$ cat src/logic/core_pkg.sv
// Compute core shared types
`default_nettype none

package core_pkg;

    // Word widths fixed by the instruction set
    typedef logic [7:0]  data_t;
    typedef logic [15:0] instr_t;
    typedef logic [7:0]  pc_t;
    typedef logic [3:0]  reg_idx_t;

    // Bit 2 is greater than, bit 1 is equal, bit 0 is less than
    typedef logic [2:0]  nzp_t;

    // Opcodes live in instruction bits 15 to 12
    typedef enum logic [3:0] {
        OP_NOP   = 4'd0,
        OP_BRNZP = 4'd1,
        OP_CMP   = 4'd2,
        OP_ADD   = 4'd3,
        OP_SUB   = 4'd4,
        OP_MUL   = 4'd5,
        OP_DIV   = 4'd6,
        OP_STR   = 4'd8,
        OP_CONST = 4'd9,
        OP_RET   = 4'd15
    } opcode_t;

    // Scheduler states with EXECUTE at 5 and UPDATE at 6
    typedef enum logic [2:0] {
        IDLE    = 3'd0,
        FETCH   = 3'd1,
        DECODE  = 3'd2,
        REQUEST = 3'd3,
        WAIT    = 3'd4,
        EXECUTE = 3'd5,
        UPDATE  = 3'd6,
        DONE    = 3'd7
    } core_state_t;

    typedef enum logic [1:0] {
        ALU_ADD = 2'd0,
        ALU_SUB = 2'd1,
        ALU_MUL = 2'd2,
        ALU_DIV = 2'd3
    } alu_op_t;

endpackage

`default_nettype wire

$ cat src/logic/decoded_if.sv
// Decoded control bundle
`timescale 1ns/1ps
`default_nettype none

interface decoded_if;

    // Register indices and the immediate byte
    core_pkg::reg_idx_t rd;
    core_pkg::reg_idx_t rs;
    core_pkg::reg_idx_t rt;
    core_pkg::data_t    immediate;
    core_pkg::nzp_t     nzp;

    // Control bits set from the opcode
    core_pkg::alu_op_t  alu_op;
    logic               alu_select_cmp;
    logic               reg_write_enable;
    // High selects the immediate, low the ALU result
    logic               reg_input_select;
    logic               nzp_write_enable;
    logic               pc_branch;
    logic               mem_write_enable;
    logic               ret;

    modport producer (
        output rd, rs, rt, immediate, nzp, alu_op, alu_select_cmp, reg_write_enable,
               reg_input_select, nzp_write_enable, pc_branch, mem_write_enable, ret
    );

    modport consumer (
        input rd, rs, rt, immediate, nzp, alu_op, alu_select_cmp, reg_write_enable,
              reg_input_select, nzp_write_enable, pc_branch, mem_write_enable, ret
    );

endinterface

`default_nettype wire

$ cat src/logic/core_scheduler.sv
// Core scheduler
`timescale 1ns/1ps
`default_nettype none

module core_scheduler (
    input  logic                  clk,
    input  logic                  reset,
    input  logic                  start,
    decoded_if.consumer           decoded,
    input  logic                  fetch_done,
    input  core_pkg::pc_t         next_pc,
    input  core_pkg::data_t       rs_value,
    input  core_pkg::data_t       rt_value,
    output logic                  data_mem_write_req,
    input  logic                  data_mem_write_ack,
    output core_pkg::data_t       data_mem_write_address,
    output core_pkg::data_t       data_mem_write_data,
    output core_pkg::core_state_t core_state,
    output core_pkg::pc_t         current_pc,
    output logic                  done
);

    // DONE only leaves on reset, so done holds high until then
    assign done = (core_state == core_pkg::DONE);

    always_ff @(posedge clk) begin
        if (reset) begin
            core_state         <= core_pkg::IDLE;
            current_pc         <= '0;
            data_mem_write_req <= 1'b0;
        end else begin
            case (core_state)
                core_pkg::IDLE: begin
                    // Programs always begin at address 0
                    if (start) begin
                        current_pc <= '0;
                        core_state <= core_pkg::FETCH;
                    end
                end
                core_pkg::FETCH: begin
                    if (fetch_done) begin
                        core_state <= core_pkg::DECODE;
                    end
                end
                core_pkg::DECODE: begin
                    core_state <= core_pkg::REQUEST;
                end
                core_pkg::REQUEST: begin
                    // Only a store opens a data memory handshake
                    if (decoded.mem_write_enable) begin
                        data_mem_write_req <= 1'b1;
                    end
                    core_state <= core_pkg::WAIT;
                end
                core_pkg::WAIT: begin
                    // Drop the request once memory has seen it
                    if (data_mem_write_req && data_mem_write_ack) begin
                        data_mem_write_req <= 1'b0;
                    end
                    // Both low means no store, or the store handshake is complete
                    if (!data_mem_write_req && !data_mem_write_ack) begin
                        core_state <= core_pkg::EXECUTE;
                    end
                end
                core_pkg::EXECUTE: begin
                    core_state <= core_pkg::UPDATE;
                end
                core_pkg::UPDATE: begin
                    if (decoded.ret) begin
                        core_state <= core_pkg::DONE;
                    end else begin
                        current_pc <= next_pc;
                        core_state <= core_pkg::FETCH;
                    end
                end
                default: begin
                    core_state <= core_pkg::DONE;
                end
            endcase
        end
    end

    // The store address comes from rs and the stored byte from rt
    always_ff @(posedge clk) begin
        if (core_state == core_pkg::REQUEST && decoded.mem_write_enable) begin
            data_mem_write_address <= rs_value;
            data_mem_write_data    <= rt_value;
        end
    end

endmodule

`default_nettype wire

$ cat src/logic/instruction_fetcher.sv
// Instruction fetcher
`timescale 1ns/1ps
`default_nettype none

module instruction_fetcher (
    input  logic                  clk,
    input  logic                  reset,
    input  core_pkg::core_state_t core_state,
    input  core_pkg::pc_t         current_pc,
    output logic                  program_mem_read_req,
    output core_pkg::pc_t         program_mem_read_address,
    input  logic                  program_mem_read_ack,
    input  core_pkg::instr_t      program_mem_read_data,
    output core_pkg::instr_t      instruction,
    output logic                  fetch_done
);

    typedef enum logic [1:0] {
        FETCH_IDLE    = 2'd0,
        FETCH_REQUEST = 2'd1,
        FETCH_RELEASE = 2'd2,
        FETCH_HOLD    = 2'd3
    } fetch_state_t;

    fetch_state_t fetch_state;

    // The PC only moves in UPDATE, so the address is stable for the whole handshake
    assign program_mem_read_address = current_pc;
    assign fetch_done = (fetch_state == FETCH_HOLD);

    always_ff @(posedge clk) begin
        if (reset) begin
            fetch_state          <= FETCH_IDLE;
            program_mem_read_req <= 1'b0;
        end else begin
            case (fetch_state)
                FETCH_IDLE: begin
                    if (core_state == core_pkg::FETCH) begin
                        program_mem_read_req <= 1'b1;
                        fetch_state          <= FETCH_REQUEST;
                    end
                end
                FETCH_REQUEST: begin
                    if (program_mem_read_ack) begin
                        program_mem_read_req <= 1'b0;
                        fetch_state          <= FETCH_RELEASE;
                    end
                end
                FETCH_RELEASE: begin
                    // Finish only after memory has dropped its acknowledge
                    if (!program_mem_read_ack) begin
                        fetch_state <= FETCH_HOLD;
                    end
                end
                default: begin
                    // Hold the word until the scheduler has left FETCH
                    if (core_state != core_pkg::FETCH) begin
                        fetch_state <= FETCH_IDLE;
                    end
                end
            endcase
        end
    end

    always_ff @(posedge clk) begin
        if (fetch_state == FETCH_REQUEST && program_mem_read_ack) begin
            instruction <= program_mem_read_data;
        end
    end

endmodule

`default_nettype wire

$ cat src/logic/instruction_decoder.sv
// Instruction decoder
`timescale 1ns/1ps
`default_nettype none

module instruction_decoder (
    input  logic                  clk,
    input  logic                  reset,
    input  core_pkg::core_state_t core_state,
    input  core_pkg::instr_t      instruction,
    decoded_if.producer           decoded
);

    always_ff @(posedge clk) begin
        if (reset) begin
            decoded.alu_op           <= core_pkg::ALU_ADD;
            decoded.alu_select_cmp   <= 1'b0;
            decoded.reg_write_enable <= 1'b0;
            decoded.reg_input_select <= 1'b0;
            decoded.nzp_write_enable <= 1'b0;
            decoded.pc_branch        <= 1'b0;
            decoded.mem_write_enable <= 1'b0;
            decoded.ret              <= 1'b0;
        end else if (core_state == core_pkg::DECODE) begin
            // Clear every control bit so that NOP and unknown opcodes do nothing
            decoded.alu_op           <= core_pkg::ALU_ADD;
            decoded.alu_select_cmp   <= 1'b0;
            decoded.reg_write_enable <= 1'b0;
            decoded.reg_input_select <= 1'b0;
            decoded.nzp_write_enable <= 1'b0;
            decoded.pc_branch        <= 1'b0;
            decoded.mem_write_enable <= 1'b0;
            decoded.ret              <= 1'b0;
            case (core_pkg::opcode_t'(instruction[15:12]))
                core_pkg::OP_BRNZP: decoded.pc_branch <= 1'b1;
                core_pkg::OP_CMP: begin
                    decoded.alu_select_cmp   <= 1'b1;
                    decoded.nzp_write_enable <= 1'b1;
                end
                core_pkg::OP_ADD: begin
                    decoded.alu_op           <= core_pkg::ALU_ADD;
                    decoded.reg_write_enable <= 1'b1;
                end
                core_pkg::OP_SUB: begin
                    decoded.alu_op           <= core_pkg::ALU_SUB;
                    decoded.reg_write_enable <= 1'b1;
                end
                core_pkg::OP_MUL: begin
                    decoded.alu_op           <= core_pkg::ALU_MUL;
                    decoded.reg_write_enable <= 1'b1;
                end
                core_pkg::OP_DIV: begin
                    decoded.alu_op           <= core_pkg::ALU_DIV;
                    decoded.reg_write_enable <= 1'b1;
                end
                core_pkg::OP_STR: decoded.mem_write_enable <= 1'b1;
                core_pkg::OP_CONST: begin
                    decoded.reg_write_enable <= 1'b1;
                    decoded.reg_input_select <= 1'b1;
                end
                core_pkg::OP_RET: decoded.ret <= 1'b1;
                default: ;
            endcase
        end
    end

    // The operand fields and the immediate are taken straight from the instruction word
    always_ff @(posedge clk) begin
        if (core_state == core_pkg::DECODE) begin
            decoded.rd        <= instruction[11:8];
            decoded.rs        <= instruction[7:4];
            decoded.rt        <= instruction[3:0];
            decoded.immediate <= instruction[7:0];
            // The branch mask sits in the upper three bits of the rd field
            decoded.nzp       <= instruction[11:9];
        end
    end

endmodule

`default_nettype wire

$ cat src/logic/register_file.sv
// Register file
`timescale 1ns/1ps
`default_nettype none

module register_file (
    input  logic                  clk,
    input  logic                  reset,
    input  core_pkg::core_state_t core_state,
    decoded_if.consumer           decoded,
    input  core_pkg::data_t       alu_result,
    output core_pkg::data_t       rs_value,
    output core_pkg::data_t       rt_value
);

    core_pkg::data_t registers [16];

    // Reads are combinational and follow the decoded indices
    assign rs_value = registers[decoded.rs];
    assign rt_value = registers[decoded.rt];

    always_ff @(posedge clk) begin
        if (reset) begin
            for (int i = 0; i < 16; i++) begin
                registers[i] <= '0;
            end
        end else if (core_state == core_pkg::UPDATE && decoded.reg_write_enable) begin
            // CONST writes its immediate and arithmetic writes the ALU result
            if (decoded.reg_input_select) begin
                registers[decoded.rd] <= decoded.immediate;
            end else begin
                registers[decoded.rd] <= alu_result;
            end
        end
    end

endmodule

`default_nettype wire

$ cat src/logic/alu.sv
// Arithmetic and compare unit
`timescale 1ns/1ps
`default_nettype none

module alu (
    input  logic                  clk,
    input  logic                  reset,
    input  core_pkg::core_state_t core_state,
    decoded_if.consumer           decoded,
    input  core_pkg::data_t       rs_value,
    input  core_pkg::data_t       rt_value,
    output core_pkg::data_t       alu_result
);

    always_ff @(posedge clk) begin
        if (reset) begin
            alu_result <= '0;
        end else if (core_state == core_pkg::EXECUTE) begin
            if (decoded.alu_select_cmp) begin
                // Flags go in the NZP order of greater, equal and less
                alu_result <= {5'b0, rs_value > rt_value, rs_value == rt_value,
                               rs_value < rt_value};
            end else begin
                // Eight-bit results wrap modulo 256
                case (decoded.alu_op)
                    core_pkg::ALU_ADD: alu_result <= rs_value + rt_value;
                    core_pkg::ALU_SUB: alu_result <= rs_value - rt_value;
                    core_pkg::ALU_MUL: alu_result <= rs_value * rt_value;
                    default: begin
                        // Dividing by zero gives 0
                        if (rt_value == '0) begin
                            alu_result <= '0;
                        end else begin
                            alu_result <= rs_value / rt_value;
                        end
                    end
                endcase
            end
        end
    end

endmodule

`default_nettype wire

$ cat src/logic/program_counter.sv
// Program counter and NZP register
`timescale 1ns/1ps
`default_nettype none

module program_counter (
    input  logic                  clk,
    input  logic                  reset,
    input  core_pkg::core_state_t core_state,
    decoded_if.consumer           decoded,
    input  core_pkg::data_t       alu_result,
    input  core_pkg::pc_t         current_pc,
    output core_pkg::pc_t         next_pc
);

    core_pkg::nzp_t nzp;
    logic           active;

    // Stands in for the per-thread enable and is high between start and done
    assign active = (core_state != core_pkg::IDLE) && (core_state != core_pkg::DONE);

    always_ff @(posedge clk) begin
        if (reset) begin
            nzp     <= '0;
            next_pc <= '0;
        end else if (active) begin
            // Branch only when the mask hits a flag left by an earlier CMP
            if (core_state == core_pkg::EXECUTE) begin
                if (decoded.pc_branch && (nzp & decoded.nzp) != '0) begin
                    next_pc <= decoded.immediate;
                end else begin
                    next_pc <= current_pc + 1'b1;
                end
            end
            // The compare flags land in the low three ALU bits
            if (core_state == core_pkg::UPDATE && decoded.nzp_write_enable) begin
                nzp <= alu_result[2:0];
            end
        end
    end

endmodule

`default_nettype wire

$ cat src/logic/compute_core.sv
// Compute core top level
`timescale 1ns/1ps
`default_nettype none

module compute_core (
    input  logic             clk,
    input  logic             reset,
    input  logic             start,
    output logic             done,
    // Program memory read port
    output logic             program_mem_read_req,
    output core_pkg::pc_t    program_mem_read_address,
    input  logic             program_mem_read_ack,
    input  core_pkg::instr_t program_mem_read_data,
    // Data memory write port
    output logic             data_mem_write_req,
    output core_pkg::data_t  data_mem_write_address,
    output core_pkg::data_t  data_mem_write_data,
    input  logic             data_mem_write_ack
);

    core_pkg::core_state_t core_state;
    core_pkg::pc_t         current_pc;
    core_pkg::pc_t         next_pc;
    core_pkg::instr_t      instruction;
    core_pkg::data_t       rs_value;
    core_pkg::data_t       rt_value;
    core_pkg::data_t       alu_result;
    logic                  fetch_done;

    decoded_if decoded ();

    core_scheduler u_scheduler (
        .clk                    (clk),
        .reset                  (reset),
        .start                  (start),
        .decoded                (decoded.consumer),
        .fetch_done             (fetch_done),
        .next_pc                (next_pc),
        .rs_value               (rs_value),
        .rt_value               (rt_value),
        .data_mem_write_req     (data_mem_write_req),
        .data_mem_write_ack     (data_mem_write_ack),
        .data_mem_write_address (data_mem_write_address),
        .data_mem_write_data    (data_mem_write_data),
        .core_state             (core_state),
        .current_pc             (current_pc),
        .done                   (done)
    );

    instruction_fetcher u_fetcher (
        .clk                      (clk),
        .reset                    (reset),
        .core_state               (core_state),
        .current_pc               (current_pc),
        .program_mem_read_req     (program_mem_read_req),
        .program_mem_read_address (program_mem_read_address),
        .program_mem_read_ack     (program_mem_read_ack),
        .program_mem_read_data    (program_mem_read_data),
        .instruction              (instruction),
        .fetch_done               (fetch_done)
    );

    instruction_decoder u_decoder (
        .clk         (clk),
        .reset       (reset),
        .core_state  (core_state),
        .instruction (instruction),
        .decoded     (decoded.producer)
    );

    register_file u_register_file (
        .clk        (clk),
        .reset      (reset),
        .core_state (core_state),
        .decoded    (decoded.consumer),
        .alu_result (alu_result),
        .rs_value   (rs_value),
        .rt_value   (rt_value)
    );

    alu u_alu (
        .clk        (clk),
        .reset      (reset),
        .core_state (core_state),
        .decoded    (decoded.consumer),
        .rs_value   (rs_value),
        .rt_value   (rt_value),
        .alu_result (alu_result)
    );

    program_counter u_program_counter (
        .clk        (clk),
        .reset      (reset),
        .core_state (core_state),
        .decoded    (decoded.consumer),
        .alu_result (alu_result),
        .current_pc (current_pc),
        .next_pc    (next_pc)
    );

endmodule

`default_nettype wire

$ cat config.mk
export PLATFORM = sky130hd
export DESIGN_NAME = compute_core
export DESIGN_NICKNAME = d
export VERILOG_FILES = /design/src/logic/core_pkg.sv /design/src/logic/decoded_if.sv /design/src/logic/core_scheduler.sv /design/src/logic/instruction_fetcher.sv /design/src/logic/instruction_decoder.sv /design/src/logic/register_file.sv /design/src/logic/alu.sv /design/src/logic/program_counter.sv /design/src/logic/compute_core.sv
export SDC_FILE = /design/constraint.sdc
export NUM_CORES = 1
export LEC_CHECK = 0
export ABC_AREA = 1
export BUFFER_PORTS_ARGS = -buffer_cell sky130_fd_sc_hd__buf_4
export CAP_MARGIN = 20
export CORE_MARGIN = 2
export CORE_UTILIZATION = 65
export DETAILED_ROUTE_END_ITERATION = 8
export PLACE_DENSITY = 0.79
export SETUP_SLACK_MARGIN = 0.15
export SYNTH_ARGS = -nofsm -noshare
export SYNTH_HDL_FRONTEND = slang
export SYNTH_HIERARCHICAL = 1
export SYNTH_SLANG_ARGS = --single-unit
export TNS_END_PERCENT = 100
$ cat constraint.sdc
create_clock -name clk -period 15.9 [get_ports clk]
set_input_delay 0.795 -clock clk [delete_from_list [all_inputs] [get_ports clk]]
set_output_delay 0.795 -clock clk [all_outputs]
set_load 0.1 [all_outputs]
==> metrics.cfg <==
[grt]
grt_pass1_vias=12628
grt_pass1_wl_um=65200
grt_max_degree=68
grt_usage_pct=34.1
antenna_found_initial=0
grt_overflow=0

[sta]
post-route-period-util_pct=70.9
totalNegativeSetupSlack_ns=0
maxSlewViolCount=0
skew_ns=0.0111
max_freq_mhz=88.7
hold_viol_final=0
setup_viol_count_final=0
min_period_ns=11.28
rsz0062_at_grt=no
worstMarginPinSlew_ns=0.847
relSlewSlack_pct=43.3

[critical_path]
criticalPathCategory=register to register
cp_max_fo=67
crit_path_end_kind=register
arrival_ns=11.68
worstPathRequired_ns=16.30
start_kind=register
crit_path_start=u_decoder/decoded.rt[0]
reg2reg_from=u_decoder/decoded.rt[0]
cp_common_cell=nand2_1
cpPeakStageDelay_ns=0.58
crit_slowest_cell=buf_4

[synthesis]
yosysSeqAreaShare_pct=39.6
ys_types=53
synth-edff-count=172
synth-warning-count=6
yosys_register_bits=214
synth_top_area_cell=edfxtp_1
netlist_top_cells_area=edfxtp_1 (34%), nand2_1 (14%), nand3_1 (9.4%), inv_1 (7.4%), ha_1 (6.2%)
syn_nets=2161
syn_area_um2=15200
syn_avg_cell_area_um2=7.39
netlist.area_leader.share_pct=34.1
ys_async_sr_fraction_pct=0
synth_cells=2051
ys.flop_type=edfxtp_1

[placed_design]
placed_cell_area_um2=15400
portBuffers=47
gp_congestion=0.944
dp_hpwl_um=28800

[run]
maxCapViolations=0

[clock_tree]
cts.sinks=214
cts_root_buffer=clkbuf_16
worstSkewPairLatency_ns=0.54
hold_buffers=0
cts_max_level=1
cts_tree=done
numCtsBuffers=23
cts_resized=0
postCtsSetupBuffers=0
clkTransAtPathRegs_ns=0.06
cts_buffer_depth=3

[detailed_routing]
drt-vias-per-instance=5.70
drtPass1Iterations=6
routedWlPerCell_um=17.6
vias=13526
drt-initial-drc-count=1689
ant_nets=0
drc=0
finalWirelength_um=41700

[cells_and_area]
syn_to_final_growth_pct=6.81
fillers=1838
most-common-layout-cells=nand2_1 (578), inv_1 (299), nand3_1 (286)
nets=2152
final_common_cell=nand2_1
final_area_um2=16200
final_layout_size_suffix_gt1_share_pct=9.91
antenna_cells=0

[die]
die_area_um2=24600
num_rows=55
fp.dieH_um=157
initial_core_util_pct=66.6
fp.dieW_um=157
fp.coreArea_um2=22800
ioPinCount=48

[min_path]
hold_start=u_fetcher/instruction[11]
hp-class=register to register

[pwr]
power_leakage_nw=7.75
max-vdd-ir-drop_uv=87.8
power_density_nw_per_um2=114

[run_status]
status=complete, no violations

worst max-delay path: cells and delay by family (launching register included):
family                     cells  cell delay, ns
and+or+nand+nor               38            4.42
buffers and inverters         10            1.95
AOI/OAI and AO/OA             15            1.90
adders and majority gates      8            2.47
DFF                            1            0.32
cells in the mapped netlist (all sizes together), types with 2 or more instances:
cell type,n
o2111ai,2
fa,14
nor2,224
nor3,6
inv,316
o211ai,3
buf,61
and2,5
dfxtp,42
a31oi,2
clkbuf,32
xnor2,4
a21o,2
a21boi,2
a21oi,65
clkinv,3
nand4,20
nand3b,5
or3,2
nand2,614
o21ai,53
or2,12
nand3,296
xor2,11
ha,75
edfxtp,172
registers in the layout, summed over array words and instances, names as in the netlist, 4 cells and up:
name	count
u_alu/alu_result	8
u_decoder/decoded.rd	4
u_decoder/decoded.rs	4
u_fetcher/instruction	16
u_program_counter/next_pc	8
u_register_file/registers	128
u_scheduler/current_pc	8
u_scheduler/data_mem_write_address	8
u_scheduler/data_mem_write_data	8
cell families (layout without fill, tap and decap cells):
kind of cell | Yosys count | in the layout | share of synthesized area [%]
and+or+nand+nor | 1186 | 1186 | 34.3
DFF | 214 | 214 | 39.6
buffers and inverters | 412 | 419 | 11.7
AOI/OAI and AO/OA | 135 | 135 | 5.51
xor gates and xnor gates | 15 | 15 | 0.866
adders and majority gates | 89 | 89 | 8.03
final timing paths:
path	to	slack, ns	cells past startpoint
hold / removal	u_decoder/decoded.rd[3]	0.42	0
hold reg to reg	u_decoder/decoded.rd[3]	0.42	0
setup reg to reg	u_alu/alu_result[0]	4.62	71
setup / recovery	u_alu/alu_result[0]	4.62	71
metrics by stage:
| stage | setup slack (ns) | power, mW | utilization (%) | cells | hold WS [ns] |
|---|---|---|---|---|---|
| CTS | 4.87 | 1.85 | 71.1 | 2371 | 0.418 |
| floorplan | 6.67 | 1.17 | - | 2051 | 0.400 |
| global placement | 5.33 | 1.29 | 67.7 | 2330 | 0.402 |
| finish | 4.62 | 1.85 | 71.1 | 2371 | 0.417 |
| global route | 3.46 | 1.96 | 71.1 | 2371 | 0.425 |
| detailed placement | 4.88 | 1.30 | 67.7 | 2330 | 0.405 |
power by group:
part / total (mW) / internal, mW / switching (mW) / leakage (nW)
registers: 0.658 / 0.635 / 0.0224 / 2.06
clock network: 0.550 / 0.322 / 0.227 / 0.370
logic: 0.646 / 0.219 / 0.426 / 5.32
layout make-up:
class	instances	area (um^2)	share of cell area, %
multi-input combinational	1425	7390	45.6
sequential	214	6010	37.1
inverter	319	1200	7.41
clock buffer	27	601	3.71
timing repair buffer	59	443	2.73
tap	313	392	2.42
clock inverter	14	173	1.07
per-layer routing:
layer	global-route usage [%]	wire (um)	part of all wire, %	vias to the layer above
met4	13.5	1500	3.6	0
met1	46.7	17000	41	6149
met5	0	0	0	-
met2	53.1	18500	44	758
met3	7.42	4660	11	111
li1	-	-	-	6508
Power figures use the tool's default switching activity.
